File: src/common/rp_pkg.sv
// shared definitions for the converter-side design
// sample and bus widths, register bus region map, register offsets
// and constants of the proportional controllers
package rp_pkg;

  // ----------------------------------------------------------
  // widths
  localparam int adc_w  = 14;            // converter sample width
  localparam int sum_w  = 15;            // sum before saturation
  localparam int prod_w = adc_w + sum_w; // gain x error product
  localparam int bus_w  = 32;            // bus address and data

  // ----------------------------------------------------------
  // region map, region field sits at addr[22:20]
  localparam int region_lsb = 20;
  localparam int region_n   = 8;
  localparam int region_w   = $clog2(region_n);
  localparam int region_asg = 2; // DC generator
  localparam int region_pid = 3; // controller registers

  typedef logic signed [adc_w-1:0] sample_t;

  localparam sample_t sample_max = sample_t'(8191);
  localparam sample_t sample_min = sample_t'(-8192);
  localparam logic [adc_w-1:0] dac_mid = 14'h2000; // offset-binary zero

  // ----------------------------------------------------------
  // register offsets inside a region
  localparam logic [region_lsb-1:0] asg_level_a_off = 'h00;
  localparam logic [region_lsb-1:0] asg_level_b_off = 'h04;
  localparam logic [region_lsb-1:0] pid_sp_a_off    = 'h00;
  localparam logic [region_lsb-1:0] pid_kp_a_off    = 'h04;
  localparam logic [region_lsb-1:0] pid_sp_b_off    = 'h08;
  localparam logic [region_lsb-1:0] pid_kp_b_off    = 'h0C;
  localparam logic [region_lsb-1:0] pid_en_off      = 'h10; // bit0 ch a, bit1 ch b

  localparam int kp_shift = 12; // gain scaling, kp of 4096 is unity

  // sample to bus word, sign extended
  function automatic logic [bus_w-1:0] sext(sample_t v);
    return {{(bus_w-adc_w){v[adc_w-1]}}, v};
  endfunction

endpackage

File: src/hdl/rp_sys_decoder.sv
// system bus decoder
// splits the address space into eight regions on addr[22:20], routes the
// strobes and muxes the response of the addressed region back to the master
// empty regions get a zero-data acknowledge from here
`timescale 1ns/1ns

module rp_sys_decoder (
  input  logic                     adc_clk,
  input  logic                     rst_n_i,
  input  logic [rp_pkg::bus_w-1:0] sys_addr_i,
  input  logic                     sys_wen_i,
  input  logic                     sys_ren_i,
  output logic [rp_pkg::bus_w-1:0] sys_rdata_o,
  output logic                     sys_ack_o,
  output logic                     sys_err_o,
  output logic                     asg_wen_o,
  output logic                     asg_ren_o,
  output logic                     pid_wen_o,
  output logic                     pid_ren_o,
  input  logic [rp_pkg::bus_w-1:0] asg_rdata_i,
  input  logic                     asg_ack_i,
  input  logic                     asg_err_i,
  input  logic [rp_pkg::bus_w-1:0] pid_rdata_i,
  input  logic                     pid_ack_i,
  input  logic                     pid_err_i
);

  logic [rp_pkg::region_w-1:0] region;   // live region field
  logic [rp_pkg::region_w-1:0] region_q; // region of the pending access
  logic                        strobe_q; // strobe seen last cycle
  logic                        asg_sel;
  logic                        pid_sel;

  assign region  = sys_addr_i[rp_pkg::region_lsb +: rp_pkg::region_w];
  assign asg_sel = (region == rp_pkg::region_w'(rp_pkg::region_asg));
  assign pid_sel = (region == rp_pkg::region_w'(rp_pkg::region_pid));

  assign asg_wen_o = sys_wen_i & asg_sel; // strobe fan-out
  assign asg_ren_o = sys_ren_i & asg_sel;
  assign pid_wen_o = sys_wen_i & pid_sel;
  assign pid_ren_o = sys_ren_i & pid_sel;

  // ----------------------------------------------------------
  // hold region so the response follows the strobe, not addr
  always_ff @(posedge adc_clk) begin
    if (!rst_n_i) begin
      region_q <= '0;
      strobe_q <= 1'b0;
    end else begin
      strobe_q <= sys_wen_i | sys_ren_i;
      if (sys_wen_i || sys_ren_i) begin
        region_q <= region; // latch on strobe only
      end
    end
  end

  // ----------------------------------------------------------
  // response mux
  always_comb begin
    case (region_q)
      rp_pkg::region_w'(rp_pkg::region_asg): begin
        sys_rdata_o = asg_rdata_i;
        sys_ack_o   = asg_ack_i;
        sys_err_o   = asg_err_i;
      end
      rp_pkg::region_w'(rp_pkg::region_pid): begin
        sys_rdata_o = pid_rdata_i;
        sys_ack_o   = pid_ack_i;
        sys_err_o   = pid_err_i;
      end
      default: begin
        sys_rdata_o = '0;       // empty region reads zero
        sys_ack_o   = strobe_q; // one cycle after strobe
        sys_err_o   = 1'b0;
      end
    endcase
  end

endmodule

File: src/analog/rp_adc_frontend.sv
// ADC front end
// turns the negative-slope unsigned converter codes of both channels
// into two's complement samples, one register stage
`timescale 1ns/1ns

module rp_adc_frontend (
  input  logic                     adc_clk,
  input  logic                     rst_n_i,
  input  logic [rp_pkg::adc_w-1:0] adc_dat_a_i, // raw ch a
  input  logic [rp_pkg::adc_w-1:0] adc_dat_b_i, // raw ch b
  output rp_pkg::sample_t          adc_a_o,
  output rp_pkg::sample_t          adc_b_o
);

  localparam int msb = rp_pkg::adc_w - 1;

  // 8191 - raw is just the low bits inverted, msb kept
  // raw 0 -> +8191, raw 16383 -> -8192
  always_ff @(posedge adc_clk) begin
    if (!rst_n_i) begin
      adc_a_o <= '0;
      adc_b_o <= '0;
    end else begin
      adc_a_o <= {adc_dat_a_i[msb], ~adc_dat_a_i[msb-1:0]}; // ch a
      adc_b_o <= {adc_dat_b_i[msb], ~adc_dat_b_i[msb-1:0]}; // ch b
    end
  end

endmodule

File: src/asg/rp_asg_dc.sv
// DC generator
// one bus-writable signed level per channel, read back sign extended
// unmapped offsets answer with err
`timescale 1ns/1ns

module rp_asg_dc (
  input  logic                     adc_clk,
  input  logic                     rst_n_i,
  input  logic [rp_pkg::bus_w-1:0] sys_addr_i,
  input  logic [rp_pkg::bus_w-1:0] sys_wdata_i,
  input  logic                     sys_wen_i,
  input  logic                     sys_ren_i,
  output logic [rp_pkg::bus_w-1:0] sys_rdata_o,
  output logic                     sys_ack_o,
  output logic                     sys_err_o,
  output rp_pkg::sample_t          level_a_o,
  output rp_pkg::sample_t          level_b_o
);

  logic [rp_pkg::region_lsb-1:0] off;    // offset inside region
  logic                          hit;    // offset is mapped
  logic [rp_pkg::bus_w-1:0]      rd_val; // readback word

  assign off = sys_addr_i[rp_pkg::region_lsb-1:0];

  always_comb begin
    hit    = 1'b1;
    rd_val = '0;
    case (off)
      rp_pkg::asg_level_a_off: rd_val = rp_pkg::sext(level_a_o);
      rp_pkg::asg_level_b_off: rd_val = rp_pkg::sext(level_b_o);
      default:                 hit    = 1'b0;
    endcase
  end

  always_ff @(posedge adc_clk) begin
    if (!rst_n_i) begin
      level_a_o   <= '0;
      level_b_o   <= '0;
      sys_ack_o   <= 1'b0;
      sys_err_o   <= 1'b0;
      sys_rdata_o <= '0;
    end else begin
      sys_ack_o   <= sys_wen_i | sys_ren_i;          // ack next cycle
      sys_err_o   <= (sys_wen_i | sys_ren_i) & ~hit; // unmapped
      sys_rdata_o <= (sys_ren_i & hit) ? rd_val : '0;
      if (sys_wen_i && off == rp_pkg::asg_level_a_off) begin
        level_a_o <= sys_wdata_i[rp_pkg::adc_w-1:0]; // low 14 bits
      end
      if (sys_wen_i && off == rp_pkg::asg_level_b_off) begin
        level_b_o <= sys_wdata_i[rp_pkg::adc_w-1:0];
      end
    end
  end

endmodule

File: src/pid/rp_pid_regs.sv
// controller register block
// setpoints, gains and enables of both proportional channels
// signed values read back sign extended, enables as two bits
`timescale 1ns/1ns

module rp_pid_regs (
  input  logic                     adc_clk,
  input  logic                     rst_n_i,
  input  logic [rp_pkg::bus_w-1:0] sys_addr_i,
  input  logic [rp_pkg::bus_w-1:0] sys_wdata_i,
  input  logic                     sys_wen_i,
  input  logic                     sys_ren_i,
  output logic [rp_pkg::bus_w-1:0] sys_rdata_o,
  output logic                     sys_ack_o,
  output logic                     sys_err_o,
  output rp_pkg::sample_t          sp_a_o,
  output rp_pkg::sample_t          kp_a_o,
  output rp_pkg::sample_t          sp_b_o,
  output rp_pkg::sample_t          kp_b_o,
  output logic                     en_a_o,
  output logic                     en_b_o
);

  logic [rp_pkg::region_lsb-1:0] off;
  logic                          hit;
  logic [rp_pkg::bus_w-1:0]      rd_val;
  rp_pkg::sample_t               wval;   // write data, low 14 bits

  assign off  = sys_addr_i[rp_pkg::region_lsb-1:0];
  assign wval = sys_wdata_i[rp_pkg::adc_w-1:0];

  // ----------------------------------------------------------
  // readback decode
  always_comb begin
    hit    = 1'b1;
    rd_val = '0;
    case (off)
      rp_pkg::pid_sp_a_off: rd_val = rp_pkg::sext(sp_a_o);
      rp_pkg::pid_kp_a_off: rd_val = rp_pkg::sext(kp_a_o);
      rp_pkg::pid_sp_b_off: rd_val = rp_pkg::sext(sp_b_o);
      rp_pkg::pid_kp_b_off: rd_val = rp_pkg::sext(kp_b_o);
      rp_pkg::pid_en_off:   rd_val = {{(rp_pkg::bus_w-2){1'b0}}, en_b_o, en_a_o};
      default:              hit    = 1'b0; // err, read zero
    endcase
  end

  always_ff @(posedge adc_clk) begin
    if (!rst_n_i) begin
      sp_a_o      <= '0;
      kp_a_o      <= '0;
      sp_b_o      <= '0;
      kp_b_o      <= '0;
      en_a_o      <= 1'b0; // controllers off
      en_b_o      <= 1'b0;
      sys_ack_o   <= 1'b0;
      sys_err_o   <= 1'b0;
      sys_rdata_o <= '0;
    end else begin
      sys_ack_o   <= sys_wen_i | sys_ren_i;
      sys_err_o   <= (sys_wen_i | sys_ren_i) & ~hit;
      sys_rdata_o <= (sys_ren_i & hit) ? rd_val : '0;
      if (sys_wen_i) begin
        case (off)
          rp_pkg::pid_sp_a_off: sp_a_o <= wval;
          rp_pkg::pid_kp_a_off: kp_a_o <= wval;
          rp_pkg::pid_sp_b_off: sp_b_o <= wval;
          rp_pkg::pid_kp_b_off: kp_b_o <= wval;
          rp_pkg::pid_en_off: begin
            en_a_o <= sys_wdata_i[0];
            en_b_o <= sys_wdata_i[1];
          end
          default: ; // erroring write changes nothing
        endcase
      end
    end
  end

endmodule

File: src/pid/rp_pid_core.sv
// proportional controller, one channel
// stage 1 registers the error, stage 2 the scaled and clamped
// product of gain and error; output held at zero while disabled
`timescale 1ns/1ns

module rp_pid_core (
  input  logic            adc_clk,
  input  logic            rst_n_i,
  input  rp_pkg::sample_t sample_i,
  input  rp_pkg::sample_t setpoint_i,
  input  rp_pkg::sample_t kp_i,
  input  logic            en_i,
  output rp_pkg::sample_t ctrl_o
);

  logic signed [rp_pkg::sum_w-1:0]  err_q;    // setpoint - sample, no wrap
  logic signed [rp_pkg::prod_w-1:0] prod;     // full product
  logic signed [rp_pkg::prod_w-1:0] prod_sh;  // scaled by kp_shift
  rp_pkg::sample_t                  ctrl_sat; // clamped to sample range

  // ----------------------------------------------------------
  // stage 1, error
  always_ff @(posedge adc_clk) begin
    if (!rst_n_i) begin
      err_q <= '0;
    end else begin
      err_q <= setpoint_i - sample_i; // 15 bit, both sign extended
    end
  end

  assign prod    = kp_i * err_q;                // signed multiply
  assign prod_sh = prod >>> rp_pkg::kp_shift;   // arithmetic shift

  always_comb begin
    if (prod_sh > rp_pkg::sample_max) begin
      ctrl_sat = rp_pkg::sample_max;            // clip high
    end else if (prod_sh < rp_pkg::sample_min) begin
      ctrl_sat = rp_pkg::sample_min;            // clip low
    end else begin
      ctrl_sat = prod_sh[rp_pkg::adc_w-1:0];
    end
  end

  // ----------------------------------------------------------
  // stage 2, output
  always_ff @(posedge adc_clk) begin
    if (!rst_n_i) begin
      ctrl_o <= '0;
    end else begin
      ctrl_o <= en_i ? ctrl_sat : '0; // disabled channel outputs zero
    end
  end

endmodule

File: src/hdl/rp_dac_mixer.sv
// DAC mixer
// adds generator and controller outputs per channel with saturation
// and registers the offset-binary DAC code
`timescale 1ns/1ns

module rp_dac_mixer (
  input  logic                     adc_clk,
  input  logic                     rst_n_i,
  input  rp_pkg::sample_t          asg_a_i,
  input  rp_pkg::sample_t          asg_b_i,
  input  rp_pkg::sample_t          pid_a_i,
  input  rp_pkg::sample_t          pid_b_i,
  output logic [rp_pkg::adc_w-1:0] dac_a_o,
  output logic [rp_pkg::adc_w-1:0] dac_b_o
);

  // saturating add, then msb flip to offset binary
  function automatic logic [rp_pkg::adc_w-1:0] to_dac(rp_pkg::sample_t a,
                                                      rp_pkg::sample_t b);
    logic signed [rp_pkg::sum_w-1:0] sum;
    rp_pkg::sample_t                 sat;
    sum = a + b; // one guard bit
    if (sum[rp_pkg::sum_w-1 -: 2] == 2'b01) begin
      sat = rp_pkg::sample_max; // pos. overflow
    end else if (sum[rp_pkg::sum_w-1 -: 2] == 2'b10) begin
      sat = rp_pkg::sample_min; // neg. overflow
    end else begin
      sat = sum[rp_pkg::adc_w-1:0];
    end
    return {~sat[rp_pkg::adc_w-1], sat[rp_pkg::adc_w-2:0]};
  endfunction

  always_ff @(posedge adc_clk) begin
    if (!rst_n_i) begin
      dac_a_o <= rp_pkg::dac_mid; // code for zero
      dac_b_o <= rp_pkg::dac_mid;
    end else begin
      dac_a_o <= to_dac(asg_a_i, pid_a_i);
      dac_b_o <= to_dac(asg_b_i, pid_b_i);
    end
  end

endmodule

File: src/hdl/rp_top.sv
// top level of the converter-side design
// bus decoder, ADC front end, DC generator, two proportional
// controllers with their register block, and the DAC mixer
`timescale 1ns/1ns

module rp_top (
  input  logic                     adc_clk,
  input  logic                     rst_n_i,
  input  logic [rp_pkg::adc_w-1:0] adc_dat_a_i,
  input  logic [rp_pkg::adc_w-1:0] adc_dat_b_i,
  input  logic [rp_pkg::bus_w-1:0] sys_addr_i,
  input  logic [rp_pkg::bus_w-1:0] sys_wdata_i,
  input  logic                     sys_wen_i,
  input  logic                     sys_ren_i,
  output logic [rp_pkg::bus_w-1:0] sys_rdata_o,
  output logic                     sys_ack_o,
  output logic                     sys_err_o,
  output logic [rp_pkg::adc_w-1:0] dac_a_o,
  output logic [rp_pkg::adc_w-1:0] dac_b_o
);

  logic                     asg_wen, asg_ren, asg_ack, asg_err;
  logic                     pid_wen, pid_ren, pid_ack, pid_err;
  logic [rp_pkg::bus_w-1:0] asg_rdata;
  logic [rp_pkg::bus_w-1:0] pid_rdata;
  rp_pkg::sample_t          adc_a, adc_b;     // two's complement samples
  rp_pkg::sample_t          level_a, level_b; // generator levels
  rp_pkg::sample_t          sp_a, kp_a, sp_b, kp_b;
  logic                     en_a, en_b;
  rp_pkg::sample_t          pid_a, pid_b;     // controller outputs

  // ----------------------------------------------------------
  // register bus
  rp_sys_decoder u_dec (
    .adc_clk     (adc_clk),
    .rst_n_i     (rst_n_i),
    .sys_addr_i  (sys_addr_i),
    .sys_wen_i   (sys_wen_i),
    .sys_ren_i   (sys_ren_i),
    .sys_rdata_o (sys_rdata_o),
    .sys_ack_o   (sys_ack_o),
    .sys_err_o   (sys_err_o),
    .asg_wen_o   (asg_wen),   // region 2
    .asg_ren_o   (asg_ren),
    .pid_wen_o   (pid_wen),   // region 3
    .pid_ren_o   (pid_ren),
    .asg_rdata_i (asg_rdata),
    .asg_ack_i   (asg_ack),
    .asg_err_i   (asg_err),
    .pid_rdata_i (pid_rdata),
    .pid_ack_i   (pid_ack),
    .pid_err_i   (pid_err)
  );

  // ----------------------------------------------------------
  // datapath
  rp_adc_frontend u_adc (
    .adc_clk     (adc_clk),
    .rst_n_i     (rst_n_i),
    .adc_dat_a_i (adc_dat_a_i),
    .adc_dat_b_i (adc_dat_b_i),
    .adc_a_o     (adc_a),
    .adc_b_o     (adc_b)
  );

  rp_asg_dc u_asg (
    .adc_clk     (adc_clk),
    .rst_n_i     (rst_n_i),
    .sys_addr_i  (sys_addr_i),
    .sys_wdata_i (sys_wdata_i),
    .sys_wen_i   (asg_wen),
    .sys_ren_i   (asg_ren),
    .sys_rdata_o (asg_rdata),
    .sys_ack_o   (asg_ack),
    .sys_err_o   (asg_err),
    .level_a_o   (level_a),
    .level_b_o   (level_b)
  );

  rp_pid_regs u_pid_regs (
    .adc_clk     (adc_clk),
    .rst_n_i     (rst_n_i),
    .sys_addr_i  (sys_addr_i),
    .sys_wdata_i (sys_wdata_i),
    .sys_wen_i   (pid_wen),
    .sys_ren_i   (pid_ren),
    .sys_rdata_o (pid_rdata),
    .sys_ack_o   (pid_ack),
    .sys_err_o   (pid_err),
    .sp_a_o      (sp_a),
    .kp_a_o      (kp_a),
    .sp_b_o      (sp_b),
    .kp_b_o      (kp_b),
    .en_a_o      (en_a),
    .en_b_o      (en_b)
  );

  rp_pid_core u_pid_a (
    .adc_clk    (adc_clk),
    .rst_n_i    (rst_n_i),
    .sample_i   (adc_a),   // ch a in
    .setpoint_i (sp_a),
    .kp_i       (kp_a),
    .en_i       (en_a),
    .ctrl_o     (pid_a)
  );

  rp_pid_core u_pid_b (
    .adc_clk    (adc_clk),
    .rst_n_i    (rst_n_i),
    .sample_i   (adc_b),   // ch b in
    .setpoint_i (sp_b),
    .kp_i       (kp_b),
    .en_i       (en_b),
    .ctrl_o     (pid_b)
  );

  rp_dac_mixer u_mix (
    .adc_clk (adc_clk),
    .rst_n_i (rst_n_i),
    .asg_a_i (level_a),
    .asg_b_i (level_b),
    .pid_a_i (pid_a),
    .pid_b_i (pid_b),
    .dac_a_o (dac_a_o),
    .dac_b_o (dac_b_o)
  );

endmodule

File: config.mk
export PLATFORM = sky130hd
export DESIGN_NAME = rp_top
export DESIGN_NICKNAME = d
export VERILOG_FILES = /design/src/common/rp_pkg.sv /design/src/hdl/rp_sys_decoder.sv /design/src/analog/rp_adc_frontend.sv /design/src/asg/rp_asg_dc.sv /design/src/pid/rp_pid_regs.sv /design/src/pid/rp_pid_core.sv /design/src/hdl/rp_dac_mixer.sv /design/src/hdl/rp_top.sv
export SDC_FILE = /design/constraint.sdc
export NUM_CORES = 2
export LEC_CHECK = 0
export ABC_AREA = 1
export BUFFER_PORTS_ARGS = -buffer_cell sky130_fd_sc_hd__buf_2
export CAP_MARGIN = 15
export CORE_MARGIN = 8
export CORE_UTILIZATION = 64
export DETAILED_ROUTE_END_ITERATION = 16
export PLACE_DENSITY = 0.83
export SETUP_SLACK_MARGIN = 0.1
export SLEW_MARGIN = 5
export SYNTH_ARGS = -nofsm -noshare
export SYNTH_HDL_FRONTEND = slang
export SYNTH_SLANG_ARGS = --single-unit
File: constraint.sdc
create_clock -name adc_clk -period 7.6 [get_ports adc_clk]
set_input_delay 1.52 -clock adc_clk [delete_from_list [all_inputs] [get_ports adc_clk]]
set_output_delay 1.52 -clock adc_clk [all_outputs]
set_load 0.02 [all_outputs]
---- After elaboration in Yosys (flattened, before gate mapping) ----
Index checks and enable logic that the tools add are counted.
word-level totals
  output and inout bits ................... 62
  word-level logic and storage cells ...... 102
  register bits after elaboration ......... 272
  bits of input ports ..................... 96
operators by class
  bitwise gates (word level) .............. 20
  reductions and logical operators ........ 17
  muxes and demuxes ....................... 17
  multiply operators ...................... 2
  magnitude comparators ................... 4
  $add $sub $neg .......................... 4
  eq/ne operators ......................... 12
operators by type and width
  operator                                                         number
  case mux 32 bit (5 select lines)                                 1
  case mux 32 bit (2 select lines)                                 2
  2-to-1 mux 14 bit                                                8
  multiplier 14 x 15 -> 29 bit                                     2
  == test 20 x 4 -> 1 bit, second input constant                   2
  greater-than comparator 17 x 14 -> 1 bit, second input constant  2
  < comparator 17 x 14 -> 1 bit, second input constant             2
  adder 14 x 14 -> 15 bit                                          2
  subtractor 14 x 14 -> 15 bit                                     2
  2-to-1 mux 13 bit                                                2
  inverter 13 bit                                                  2
  == test 20 x 3 -> 1 bit, second input constant                   1
  == test 20 x 5 -> 1 bit, second input constant                   1
  zero test 20 bit                                                 1
  AND reduction 2 bit                                              9
  == test 3 x 2 -> 1 bit, second input constant                    4
  AND 1 bit                                                        8
  inverter 1 bit                                                   7
  OR reduction 3 bit                                               2
  OR reduction 5 bit                                               1
  == test 2 x 1 -> 1 bit, second input constant                    2
  == test 2 bit, second input constant                             2
  case mux 1 bit (2 select lines)                                  2
  bitwise OR 1 bit                                                 3
  other kinds (4)                                                  6

---- Depth between registers and ports, before layout ----
  word-level depth ........................ 6
  gate-level depth with buffers ........... 32

---- Modules after synthesis ----
Synthesis repeated with hierarchy kept, for this count alone.
unflattened totals
  cells, all modules ...................... 4113
  area, all modules ....................... 30365.4 um2
by module, submodules not included
  module                  cells an instance  area an instance (um2)  sequential area each (um2)  times used
  rp_pid_core at u_pid_a  1378               10247.3                 580.6                       1
  rp_pid_core at u_pid_b  1369               10227.3                 580.6                       1
  rp_pid_regs             471                3430.8                  1481.4                      1
  rp_dac_mixer            394                2633.8                  560.5                       1
  rp_asg_dc               294                2154.6                  880.8                       1
  rp_sys_decoder          146                912.1                   80.1                        1
  rp_adc_frontend         61                 759.5                   560.5                       1

---- Worst setup path before layout ----
Ideal clock, no wire load.
  path type ............................... reg2reg
  start point ............................. register u_pid_regs.kp_b_o[3]
  end point ............................... register u_pid_b.ctrl_o[10]
  buffers on the path ..................... 3
  cell stages (with the launch flop) ...... 27
  data required time ...................... 7457 ps
  arrival time ............................ 5893 ps
  path slack .............................. 1564 ps
  setup time .............................. 143 ps
  cell sequence ........................... dfxtp_1 clkbuf_1 clkbuf_1 nand2_1 fa_1 fa_1 inv_1 fa_1 inv_1 fa_1 inv_1 fa_1 inv_1 fa_1 inv_1 ha_1 a21oi_1 nand2_1 a21o_1 o21bai_1 nor2_1 nand2_1 nand2_2 inv_1 nand2_2 buf_6 a21oi_2
between the ends
  longest elaborated chain between the ends .. 4
ends and longest elaborated chain
  item                            RTL line           source
  start, declared                 rp_pid_regs.sv:19  output rp_pkg::sample_t kp_b_o,
  start signal, assigned          rp_pid_regs.sv:67  rp_pkg::pid_kp_b_off: kp_b_o <= wval;
  multiplier 14 x 15 -> 29 bit *  rp_pid_core.sv:31  assign prod = kp_i * err_q;
  < comparator 17 x 14 -> 1 bit   rp_pid_core.sv:37  end else if (prod_sh < rp_pkg::sample_min) begin
  2-to-1 mux 14 bit               rp_pid_core.sv:37
  2-to-1 mux 13 bit *             rp_pid_core.sv:35  if (prod_sh > rp_pkg::sample_max) begin
  end signal, assigned            rp_pid_core.sv:50  ctrl_o <= en_i ? ctrl_sat : '0;
  end, declared                   rp_pid_core.sv:13  output rp_pkg::sample_t ctrl_o
Mark *: on every way between the ends. The rest lies on a longest branch, timed or not.
A chain may end at the register's enable or synchronous reset.

---- Final worst setup path ----
  start point ............................. register u_pid_regs.kp_a_o[3]
  end point ............................... register u_pid_a.ctrl_o[10]
between the ends
  longest elaborated chain between the ends .. 4
ends and longest elaborated chain
  item                            RTL line           source
  start, declared                 rp_pid_regs.sv:17  output rp_pkg::sample_t kp_a_o,
  start signal, assigned          rp_pid_regs.sv:65  rp_pkg::pid_kp_a_off: kp_a_o <= wval;
  multiplier 14 x 15 -> 29 bit *  rp_pid_core.sv:31
  < comparator 17 x 14 -> 1 bit   rp_pid_core.sv:37
  2-to-1 mux 14 bit               rp_pid_core.sv:37
  2-to-1 mux 13 bit *             rp_pid_core.sv:35
  end signal, assigned            rp_pid_core.sv:50
  end, declared                   rp_pid_core.sv:13
Marks and branches as above.

==> impl_metrics.csv <==
group,metric,value,unit
power,leakagePower,16.4,nW
layout,fin_nets,4315,
setup_path,worstPathRequired,8.08,ns
placed_design,port_buffers,130,
sta,finalHoldViolations,0,
detailed_routing,wire_per_inst,16.5,µm
global_route,grt_pass1_vias,22774,
sta,slew_headroom,33.1,%
clocking,cts_buffers,27,
layout,final_cell_mix,"inv_1, nand2_1, fa_1",
clocking,path_clk_slew,0.07,ns
floorplanning,die_h,224,µm
layout,final_core_util,68.5,%
clocking,cts_tree,"done",
global_route,grt_pass1_wl,113000,µm
detailed_routing,wl,68800,µm
sta,max_freq,149,MHz
clocking,cts_sinks,236,
clocking,clockBufferDepth,3,
setup_path,cpLargestDelayFamily,"adder cells",
setup_path,critical_path.endpoint_type,"flop",
setup_path,cp-start-kind,"flop",
layout,drive_gt1_share,7.54,%
synth,ys.flop_type,"dfxtp_1",
synth,synthCells,3585,
synth,syn_nets,4285,
global_route,track_usage,27.8,%
power,vdd_drop_max,0.000157,V
sta,tightest_slew,1.00,ns
synth,synth_top_area_share,30.2,%
clocking,ctsResizeCount,0,
synth,synth_area_leader_cell,"fa_1",
synth,yosys-top-cells-area,"fa_1, dfxtp_1, inv_1",
detailed_routing,drtIter0Drc,2224,
sta,setup_tns,0,ns
sta,min_period_over_period,88.2,%
floorplanning,start_util,64.5,%
power,power.density,96.3,nW/µm²
layout,area_growth,6.08,%
global_route,overflow,0,
synth,ys_seq_elements,236,
clocking,cts_root_buffer,"clkbuf_16",
floorplanning,core,42800,µm²
synth,ys_seq_area_share,17.1,%
layout,mostFrequentLayoutCell,"inv_1",
setup_path,crit_type,"flop to flop",
setup_path,path_buf_inv,5,
floorplanning,die_x,224,µm
synth,synth_edf_count,0,
synth,ys_warn_count,0,
setup_path,critical_path.max_fanout,17,
synth,yosysUniqueCellTypes,52,
synth,syn_avg_cell_area,7.70,µm²
global_route,grt_max_degree,86,
synth,netlist_area,27600,µm²
clocking,cts_max_level,1,
flow_run,drv_cap,0,
clocking,hold_buffers,0,
sta,setup_violations,0,
outcome,status,"completed",
sta,period_minus_slack,6.70,ns
layout,top_regs,"u_pid_a.err_q (15), u_pid_b.err_q (15)",
placed_design,gp_congestion,0.960,
placed_design,dp_hpwl,55700,µm
setup_path,crit_arrival,7.18,ns
sta,slew_viol_final,0,
sta,fin_skew,0.0325,ns
placed_design,dp.cells,4132,
sta,rsz0062_at_grt,"no",
detailed_routing,first_pass_iters,6,
floorplanning,fp-row-count,76,
detailed_routing,ant_nets,0,
synth,async_reset_ff_share,0,%
global_route,grt_antenna_before_repair,1,
setup_path,slowest_stage,"dfxtp_1",
floorplanning,die_area,50100,µm²
setup_path,crit_path_max_incr_delay,0.81,ns
layout,fin_cells,4182,
detailed_routing,viasPerCell,5.45,
clocking,cts_setup_buffers,0,
clocking,clk-insertion-delay-late,0.57,ns
setup_path,crit_top_cell,"nand2_1",
layout,n_antenna_cell,0,
floorplanning,ioPinCount,158,
detailed_routing,dr_total_vias,22775,
worst_hold_path,hold_class,"flop to flop",
detailed_routing,route.detailed.drc,0,
layer usage:
metal	wire length, µm	share of wire [%]	GRT usage (%)
met1	28300	41	37.3
met2	30500	44	43.7
met3	6810	9.9	5.83
met4	3150	4.6	11.5
met5	13	0.019	0
cells in the mapped netlist (all sizes together), types with 11 or more instances:
| cell type | count |
|---|---|
| a211oi | 43 |
| a21o | 16 |
| a21oi | 212 |
| a22oi | 12 |
| a41oi | 11 |
| buf | 51 |
| clkbuf | 100 |
| dfxtp | 236 |
| fa | 416 |
| ha | 188 |
| inv | 903 |
| nand2 | 787 |
| nand3 | 78 |
| nand4 | 11 |
| nor2 | 241 |
| nor3 | 23 |
| o21ai | 109 |
| o22ai | 18 |
| or2 | 15 |
| xnor2 | 26 |
| xor2 | 36 |
final cells by class:
class | count | area (µm²)
fill | 3447 | 13500
multi-input combinational | 2295 | 18800
tap | 546 | 683
sequential | 236 | 4720
timing repair buffer | 152 | 816
clock buffer | 36 | 739
inverter | 903 | 3390
clock inverter | 14 | 188
power breakdown:
| part | switching, mW | internal [mW] | total [mW] |
|---|---|---|---|
| clock | 0.545 | 0.823 | 1.37 |
| combinational | 0.0829 | 0.0390 | 0.122 |
| sequential | 0.0714 | 1.26 | 1.33 |
| total | 0.699 | 2.12 | 2.82 |
through the flow:
step           total power, mW  setup slack, ns  cell area [µm²]  hold WS, ns
2_1_floorplan             1.40             1.56            27600        0.449
4_1_cts                   2.82            0.940            29300        0.480
3_5_place_dp              1.47             1.00            28400        0.472
6_report                  2.82            0.895            29300        0.479
3_3_place_gp              1.47             1.07            28400        0.468
5_1_grt                   2.89            0.466            29300        0.521
worst reg2reg max path, delay by kind of cell (launching register included):
kind | cells | cell delay, ns
adder cells (fa/ha/maj) | 7 | 3.73
AND/OR/NAND/NOR | 12 | 1.49
flip-flops | 1 | 0.81
buffers and inverters | 5 | 0.43
AO/OA/AOI/OAI | 1 | 0.15
worst paths after layout:
kind	from	endpoint	slack [ns]	depth (start not counted)
worst min-delay path	u_dec.region_q[2]$_SDFFE_PN0P_	u_dec.region_q[2]$_SDFFE_PN0P_	0.48	2
worst min register to register	u_dec.region_q[2]$_SDFFE_PN0P_	u_dec.region_q[2]$_SDFFE_PN0P_	0.48	2
worst max register to register	u_pid_regs.kp_a_o[3]$_SDFFE_PN0P_	u_pid_a.ctrl_o[10]$_SDFF_PN0_	0.90	25
worst max-delay path	u_pid_regs.kp_a_o[3]$_SDFFE_PN0P_	u_pid_a.ctrl_o[10]$_SDFF_PN0_	0.90	25
cell families after synthesis:
kind of cell,Yosys count,synth area share [%]
flops,236,17.1
fa+ha+maj,604,38.7
buf+inv,1054,15.0
simple gates,1170,17.4
compound gates,459,9.89
xor+xnor,62,1.97
Note: power is estimated with default switching activity, not from simulation.
